## config.mk

```make
export PLATFORM = sky130hd
export DESIGN_NAME = monitor_top
export DESIGN_NICKNAME = d
export VERILOG_FILES = /design/src/monitor_pkg.sv /design/src/capture_queue.sv /design/src/monitor_read_port.sv /design/src/monitor_csr.sv /design/src/monitor_top.sv
export SDC_FILE = /design/constraint.sdc
export NUM_CORES = 2
export LEC_CHECK = 0
export BUFFER_PORTS_ARGS = -buffer_cell sky130_fd_sc_hd__buf_4
export CAP_MARGIN = 25
export CORE_UTILIZATION = 45
export DETAILED_ROUTE_END_ITERATION = 6
export PLACE_DENSITY = 0.66
export SKIP_LAST_GASP = 1
export SLEW_MARGIN = 5
export SYNTH_ARGS = -nofsm -noshare
export SYNTH_HDL_FRONTEND = slang
export SYNTH_SLANG_ARGS = --single-unit
```

## constraint.sdc

```tcl
create_clock -name clk -period 4.3 [get_ports clk]
set_clock_uncertainty 0.05 [all_clocks]
set_input_delay 0.645 -clock clk [delete_from_list [all_inputs] [get_ports clk]]
set_output_delay 0.645 -clock clk [all_outputs]
set_load 0.05 [all_outputs]
```

## src/monitor_pkg.sv

```systemverilog
package monitor_pkg;

    // ------------------------------------------------------------
    // Widths with a meaning on the bus and in the queue
    // ------------------------------------------------------------
    typedef logic [31:0] data_t;
    typedef logic [9:0]  addr_t;
    typedef logic [4:0]  csr_addr_t;

    // Fill level, one bit wider than the largest pointer
    typedef logic [8:0]  count_t;

    // ------------------------------------------------------------
    // Read port sequencer
    // ------------------------------------------------------------
    typedef enum logic {
        rd_idle,
        rd_ack
    } rd_state_t;

    // ------------------------------------------------------------
    // Register and read port offsets
    // ------------------------------------------------------------
    // Status on read, clear of irq and drop flag on write
    localparam csr_addr_t csr_status_offset = 5'd0;

    // Offset 1 pops the head entry when the read completes
    localparam addr_t rd_addr_word = 10'd0;
    localparam addr_t rd_data_word = 10'd1;

endpackage

```

## src/capture_queue.sv

```systemverilog
`timescale 1ns/1ps

module capture_queue #(
    parameter int FIFO_DEPTH      = 64,
    parameter int ALMOST_OVERFLOW = 56
) (
    input  logic                clk,
    input  logic                reset,

    input  logic                in_write,
    input  monitor_pkg::addr_t  in_address,
    input  monitor_pkg::data_t  in_writedata,

    input  logic                pop,
    input  logic                drop_clear,

    output monitor_pkg::addr_t  q_head_addr,
    output monitor_pkg::data_t  q_head_data,
    output monitor_pkg::count_t q_count,
    output logic                q_empty,
    output logic                q_full,
    output logic                q_almost_overflow,
    output logic                q_dropped
);
    import monitor_pkg::*;

    localparam int PTR_W = (FIFO_DEPTH > 1) ? $clog2(FIFO_DEPTH) : 1;
    localparam logic [PTR_W-1:0] LAST_IDX = PTR_W'(FIFO_DEPTH - 1);
    localparam count_t DEPTH_CNT  = count_t'(FIFO_DEPTH);
    localparam count_t THRESH_CNT = count_t'(ALMOST_OVERFLOW);

    // Parallel storage, one slot per captured transfer
    addr_t addr_mem [FIFO_DEPTH];
    data_t data_mem [FIFO_DEPTH];

    // head is the write slot, tail the oldest entry
    logic [PTR_W-1:0] head;
    logic [PTR_W-1:0] tail;
    logic [PTR_W-1:0] head_next;
    logic [PTR_W-1:0] tail_next;
    count_t           count_next;

    logic do_capture;
    logic do_pop;
    logic drop_write;

    // ------------------------------------------------------------
    // Capture, drop and pop decisions
    // ------------------------------------------------------------
    assign do_capture = in_write & ~q_full;
    assign drop_write = in_write & q_full;
    assign do_pop     = pop & ~q_empty;

    assign head_next = do_capture ? ((head == LAST_IDX) ? '0 : head + 1'b1) : head;
    assign tail_next = do_pop ? ((tail == LAST_IDX) ? '0 : tail + 1'b1) : tail;

    always_comb begin
        case ({do_capture, do_pop})
            2'b10:   count_next = q_count + 1'b1;
            2'b01:   count_next = q_count - 1'b1;
            // Capture and pop together cancel out
            default: count_next = q_count;
        endcase
    end

    // ------------------------------------------------------------
    // Pointers and fill state
    // ------------------------------------------------------------
    always_ff @(posedge clk or posedge reset) begin
        if (reset) begin
            head <= '0;
            tail <= '0;
        end else begin
            head <= head_next;
            tail <= tail_next;
        end
    end

    always_ff @(posedge clk or posedge reset) begin
        if (reset) begin
            q_count           <= '0;
            q_empty           <= 1'b1;
            q_full            <= 1'b0;
            q_almost_overflow <= 1'b0;
        end else begin
            q_count           <= count_next;
            q_empty           <= (count_next == '0);
            q_full            <= (count_next == DEPTH_CNT);
            q_almost_overflow <= (count_next >= THRESH_CNT);
        end
    end

    // Sticky until software clears it, a new drop wins
    always_ff @(posedge clk or posedge reset) begin
        if (reset) begin
            q_dropped <= 1'b0;
        end else if (drop_write) begin
            q_dropped <= 1'b1;
        end else if (drop_clear) begin
            q_dropped <= 1'b0;
        end
    end

    // ------------------------------------------------------------
    // Storage and head register
    // ------------------------------------------------------------
    always_ff @(posedge clk) begin
        if (do_capture) begin
            addr_mem[head] <= in_address;
            data_mem[head] <= in_writedata;
        end
    end

    // Follows the new tail, bypassing a capture into an emptied queue
    always_ff @(posedge clk) begin
        if (do_capture && (head == tail_next)) begin
            q_head_addr <= in_address;
            q_head_data <= in_writedata;
        end else begin
            q_head_addr <= addr_mem[tail_next];
            q_head_data <= data_mem[tail_next];
        end
    end

    // ------------------------------------------------------------
    // Checks
    // ------------------------------------------------------------
    // Read side only pops what it has shown as present
    a_no_pop_empty: assert property (
        @(posedge clk) disable iff (reset) pop |-> !q_empty
    );

    a_count_bound: assert property (
        @(posedge clk) disable iff (reset) q_count <= DEPTH_CNT
    );

endmodule

```

## src/monitor_read_port.sv

```systemverilog
`timescale 1ns/1ps

module monitor_read_port (
    input  logic               clk,
    input  logic               reset,

    input  logic               out_read,
    input  monitor_pkg::addr_t out_address,

    input  monitor_pkg::addr_t q_head_addr,
    input  monitor_pkg::data_t q_head_data,
    input  logic               q_empty,

    output monitor_pkg::data_t out_readdata,
    output logic               out_waitrequest,
    output logic               pop
);
    import monitor_pkg::*;

    rd_state_t state;
    rd_state_t state_next;
    logic      rd_done;
    data_t     head_word;

    // ------------------------------------------------------------
    // Waitrequest sequencer
    // ------------------------------------------------------------
    // One wait cycle, then a single release cycle per read
    always_comb begin
        state_next = state;
        case (state)
            rd_idle: begin
                if (out_read) begin
                    state_next = rd_ack;
                end
            end
            rd_ack:  state_next = rd_idle;
            default: state_next = rd_idle;
        endcase
    end

    always_ff @(posedge clk or posedge reset) begin
        if (reset) begin
            state <= rd_idle;
        end else begin
            state <= state_next;
        end
    end

    assign out_waitrequest = (state != rd_ack);
    assign rd_done         = out_read & (state == rd_ack);

    // ------------------------------------------------------------
    // Word select and pop
    // ------------------------------------------------------------
    always_comb begin
        case (out_address)
            rd_addr_word: head_word = data_t'(q_head_addr);
            rd_data_word: head_word = q_head_data;
            default:      head_word = '0;
        endcase
    end

    assign out_readdata = q_empty ? '0 : head_word;

    // Data word read retires the entry
    assign pop = rd_done & (out_address == rd_data_word) & ~q_empty;

    a_wait_single_release: assert property (
        @(posedge clk) disable iff (reset) !out_waitrequest |=> out_waitrequest
    );

endmodule

```

## src/monitor_csr.sv

```systemverilog
`timescale 1ns/1ps

module monitor_csr (
    input  logic                   clk,
    input  logic                   reset,

    input  monitor_pkg::csr_addr_t csr_address,
    input  logic                   csr_write,
    input  monitor_pkg::data_t     csr_writedata,
    input  logic                   csr_read,
    output monitor_pkg::data_t     csr_readdata,

    input  monitor_pkg::count_t    q_count,
    input  logic                   q_full,
    input  logic                   q_empty,
    input  logic                   q_almost_overflow,
    input  logic                   q_dropped,

    output logic                   irq,
    output logic                   drop_clear
);
    import monitor_pkg::*;

    logic  almost_d;
    logic  almost_rise;
    logic  clear_wr;
    data_t status_word;

    // ------------------------------------------------------------
    // Interrupt
    // ------------------------------------------------------------
    assign almost_rise = q_almost_overflow & ~almost_d;
    assign clear_wr    = csr_write & (csr_address == csr_status_offset);
    assign drop_clear  = clear_wr;

    always_ff @(posedge clk or posedge reset) begin
        if (reset) begin
            almost_d <= 1'b0;
        end else begin
            almost_d <= q_almost_overflow;
        end
    end

    // A fresh crossing beats a clear in the same cycle
    always_ff @(posedge clk or posedge reset) begin
        if (reset) begin
            irq <= 1'b0;
        end else if (almost_rise) begin
            irq <= 1'b1;
        end else if (clear_wr) begin
            irq <= 1'b0;
        end
    end

    // ------------------------------------------------------------
    // Status readback
    // ------------------------------------------------------------
    always_comb begin
        status_word        = '0;
        status_word[8:0]   = q_count;
        status_word[9]     = q_full;
        status_word[10]    = q_empty;
        status_word[11]    = q_almost_overflow;
        status_word[12]    = q_dropped;
    end

    always_ff @(posedge clk or posedge reset) begin
        if (reset) begin
            csr_readdata <= '0;
        end else if (csr_read) begin
            if (csr_address == csr_status_offset) begin
                csr_readdata <= status_word;
            end else begin
                csr_readdata <= '0;
            end
        end
    end

    // ------------------------------------------------------------
    // Checks
    // ------------------------------------------------------------
    // Only a threshold crossing in the queue may raise irq
    a_irq_needs_edge: assert property (
        @(posedge clk) disable iff (reset) $rose(irq) |-> $past(almost_rise)
    );

endmodule

```

## src/monitor_top.sv

```systemverilog
`timescale 1ns/1ps

module monitor_top #(
    parameter int FIFO_DEPTH      = 64,
    parameter int ALMOST_OVERFLOW = 56
) (
    input  logic                   clk,
    input  logic                   reset,

    // ------------------------------------------------------------
    // Snooped write port
    // ------------------------------------------------------------
    input  monitor_pkg::data_t     in_writedata,
    input  logic                   in_write,
    input  monitor_pkg::addr_t     in_address,
    output logic                   in_waitrequest,

    // ------------------------------------------------------------
    // Queue read port
    // ------------------------------------------------------------
    input  logic                   out_read,
    input  monitor_pkg::addr_t     out_address,
    output monitor_pkg::data_t     out_readdata,
    output logic                   out_waitrequest,
    output logic                   empty,

    // ------------------------------------------------------------
    // Status and control registers
    // ------------------------------------------------------------
    input  monitor_pkg::csr_addr_t csr_address,
    input  logic                   csr_write,
    input  monitor_pkg::data_t     csr_writedata,
    input  logic                   csr_read,
    output monitor_pkg::data_t     csr_readdata,
    output logic                   irq
);
    import monitor_pkg::*;

    // Queue state shared by the read and register sides
    addr_t  q_head_addr;
    data_t  q_head_data;
    count_t q_count;
    logic   q_empty;
    logic   q_full;
    logic   q_almost_overflow;
    logic   q_dropped;

    logic   pop;
    logic   drop_clear;

    // Snooping never holds off the bus master
    assign in_waitrequest = 1'b0;
    assign empty          = q_empty;

    capture_queue #(
        .FIFO_DEPTH        (FIFO_DEPTH),
        .ALMOST_OVERFLOW   (ALMOST_OVERFLOW)
    ) u_queue (
        .clk               (clk),
        .reset             (reset),
        .in_write          (in_write),
        .in_address        (in_address),
        .in_writedata      (in_writedata),
        .pop               (pop),
        .drop_clear        (drop_clear),
        .q_head_addr       (q_head_addr),
        .q_head_data       (q_head_data),
        .q_count           (q_count),
        .q_empty           (q_empty),
        .q_full            (q_full),
        .q_almost_overflow (q_almost_overflow),
        .q_dropped         (q_dropped)
    );

    monitor_read_port u_read_port (
        .clk               (clk),
        .reset             (reset),
        .out_read          (out_read),
        .out_address       (out_address),
        .q_head_addr       (q_head_addr),
        .q_head_data       (q_head_data),
        .q_empty           (q_empty),
        .out_readdata      (out_readdata),
        .out_waitrequest   (out_waitrequest),
        .pop               (pop)
    );

    monitor_csr u_csr (
        .clk               (clk),
        .reset             (reset),
        .csr_address       (csr_address),
        .csr_write         (csr_write),
        .csr_writedata     (csr_writedata),
        .csr_read          (csr_read),
        .csr_readdata      (csr_readdata),
        .q_count           (q_count),
        .q_full            (q_full),
        .q_empty           (q_empty),
        .q_almost_overflow (q_almost_overflow),
        .q_dropped         (q_dropped),
        .irq               (irq),
        .drop_clear        (drop_clear)
    );

endmodule

```

==> results.cfg <==
[routing]
ant_nets = 0
drt_iter0_markers = 7685
route.met3.wl_mm = 31.1
dr_total_vias = 53268
wl_met1_mm = 111
drt-total-wl_mm = 298
drc_errors = 0
wl_per_cell_um = 35.8
wl_met2_mm = 145
highest_layer = met5
drt_pass1_iterations = 6
vias_per_cell = 6.41

[yosys]
ys_ff_latch = 2735
yosysWarningCount = 0
synth_edf_count = 2688
synth_cells = 4463
synth.avg_cell_area_um2 = 23.5
syn-cell-area_um2 = 105000
synthFlopType = edfxtp_1
async_flop_share_pct = 1.50
synth_cell_types = 72
ys_seq_area_share_pct = 77.9

[final_layout]
final_cell_mix = edfxtp_1, mux4_2, buf_4
syn_to_final_growth_pct = 18.8
final_area_um2 = 125000
final_common_cell = edfxtp_1
drive_gt1_share_pct = 35.3
nets = 5180

[critical_path]
slowest_delay_ps = 490
cp_slowest_cell = mux4_2
cp_common_cell = buf_12
crit_path_cell_trace = buf_12 > buf_12 > buf_16 > mux4_2 > nor2b_1 > a211oi_4 > a311oi_2 > a21oi_4 > a2bb2oi_2 > o211ai_1 > buf_4
reg2reg_slack_ps = 330
crit_required_ps = 3610
worstPathArrival_ps = 3890
ff2ff_path_depth = 19
cp-end-kind = output port
r2r_start = u_queue.q_empty
cp_max_fo = 8
cp_num_buf_inv = 4
worstSetupStartpointType = flip-flop
crit_type = flip-flop to output port
r2r-end = u_queue.q_empty
critPathTopFamily = compound AO/OA/AOI/OAI gates

[pwr]
vdd.ir_drop.worst_mv = 0.302
p_per_area_nw_per_um2 = 458
p_leak_nw = 38.4
power_mw = 57.1

[timing]
setup_viol = 10
setup_slack_ps = -286
worstMarginPinSlew_ps = 1050
rsz0062_at_grt = yes
maxSlewViolCount = 0
hold_violations = 0
min_period_over_period_pct = 107
period_minus_slack_ps = 4590
slew_headroom_pct = 30.0
max_freq_mhz = 218

[die]
coreArea_um2 = 231000
rows = 176
die_w_um = 485
die_area_um2 = 235000
io_pins = 163
start_util_pct = 45.5
chipHeight_um = 485

[place]
place_ws_ps = -101
dpl-instance-area_um2 = 112000
place_congestion = 0.820
portBuffers = 110
place_hpwl_mm = 153

[min_path]
worstHoldPathType = input pin to flip-flop
min_to = u_csr.irq
min_from = csr_address[4]
whs_path_depth = 5

[clock_tree]
clkSinkCount = 2735
cts_buffer_depth = 4
cts_buffers = 294
cts_tree = built
h-tree-depth = 5
clock_latency_ps = 930
cts-root-buf = clkbuf_16
cts.clk_slew.worst_paths_ps = 60

[global_route]
grt_max_degree = 65
grt_pass1_wl_mm = 409
gr-usage-all-layers_pct = 25.1
grt_pass1_vias = 52491
antenna_found_initial = 6
gr-total-overflow = 0

[outcome]
violations = negative setup slack
status = finished with violations

[run]
cap_violations = 0
[through the flow]
stage	TNS (ps)	util [%]	std cells	hold slack (ps)
3_5_place_dp	-273	48.6	7667	352
4_1_cts	-2320	53.5	8265	31.3
3_3_place_gp	-710	48.6	7667	362
5_1_grt	-2660	54.0	8309	83.7
2_1_floorplan	0	-	4482	324
6_report	-1140	54.0	8310	84.7
[final cells by class]
| type | instances | area, um^2 |
|---|---|---|
| tap | 3026 | 3790 |
| antenna | 2 | 5.00 |
| inverter | 27 | 110 |
| timing repair buffer | 556 | 7090 |
| sequential | 2735 | 81900 |
| fill | 16881 | 106000 |
| multi-input combinational | 1465 | 22900 |
| clock buffer | 369 | 7810 |
| clock inverter | 130 | 1170 |
[sequential cells by signal, indices dropped and copies added, names as in the netlist, 6 cells and up, named ones only]
signal	flops
u_queue.q_count	9
u_csr.csr_readdata	13
u_queue.head	6
u_queue.addr_mem	640
u_queue.data_mem	2048
u_queue.tail	6
[timing repair]
item,4_1_cts,5_1_grt
gates resized for setup,168,88
endpoints found under the setup margin,32,35
hold buffers,6,0
buffers inserted,58,36
pin swaps,14,21
hold endpoints to repair,56,0
gates cloned,35,19
[cells by family (layout without fill, tap and decap cells)]
kind of cell,after synthesis,in the layout,share of synthesized area [%]
AOI/OAI and AO/OA,218,218,1.42
xor gates and xnor gates,17,17,0.142
adders and majority gates,6,6,0.0715
buffers and inverters,282,1082,1.34
DFF,2735,2735,77.9
muxes,890,890,17.7
other,1,22,0.00357
and+or+nand+nor,314,314,1.35
[per-layer routing]
metal / vias up / track usage (%)
met5: - / 0
met4: 2 / 8.58
met3: 593 / 5.58
met2: 3392 / 40.2
met1: 28897 / 34.0
li1: 20384 / -
[how the worst max path moves through the flow]
stage	startpoint	to	slack [ps]	cells past startpoint
global route	flip-flop	out_readdata[5]	-310	11
finish	flip-flop	out_readdata[5]	-290	11
CTS	flip-flop	out_readdata[7]	-220	9
detailed placement	out_address[5]	u_queue.q_almost_overflow	-100	19
global placement	out_address[5]	u_queue.q_almost_overflow	-220	19
floorplan	out_address[9]	u_queue.q_almost_overflow	120	16
[cells in the mapped netlist, drive strengths merged (5+ instances only)]
cell / count / area [um^2]
nor3: 13 / 65.1
clkbuf: 80 / 300
edfxtp: 2688 / 80700
nand4: 5 / 31.3
o2111ai: 6 / 52.6
a22oi: 15 / 113
nor4: 7 / 43.8
mux4: 775 / 17500
ha: 6 / 75.1
xnor2: 11 / 96.3
mux2i: 105 / 1050
o211ai: 5 / 37.5
o221ai: 5 / 43.8
nand2: 106 / 398
o21ai: 46 / 230
buf: 175 / 1010
a31oi: 18 / 113
a211oi: 11 / 82.6
a21oi: 22 / 110
o22ai: 32 / 200
a311oi: 10 / 87.6
xor2: 6 / 52.6
o31ai: 5 / 37.5
nor2: 109 / 409
inv: 27 / 101
mux2: 10 / 113
nand3: 21 / 105
dfrtp: 40 / 1000
nand2b: 6 / 37.5
dfxtp: 6 / 120
nor2b: 17 / 106
and3: 6 / 37.5
and2: 5 / 31.3
[worst reg2reg max path: stages, from the launching register on]
cell,delay [ps]
dfstp_2,390
nor4_4,310
buf_12,190
nand3_1,110
nor2_1,110
buf_4,180
nand3_1,240
inv_1,150
ha_1,190
xor2_1,160
ha_1,210
nand2_1,60
o32a_1,300
a21oi_1,170
a31oi_1,70
o311ai_0,350
buf_4,190
xor2_1,250
buf_4,170
nor3_1,40
[report_power, final]
| group | switching (mW) | total [mW] | internal [mW] |
|---|---|---|---|
| clock network | 10.0 | 24.1 | 14.1 |
| logic | 1.84 | 2.59 | 0.755 |
| registers | 0.290 | 30.4 | 30.1 |
| total | 12.1 | 57.1 | 44.9 |
Power figures use the tool's default switching activity.
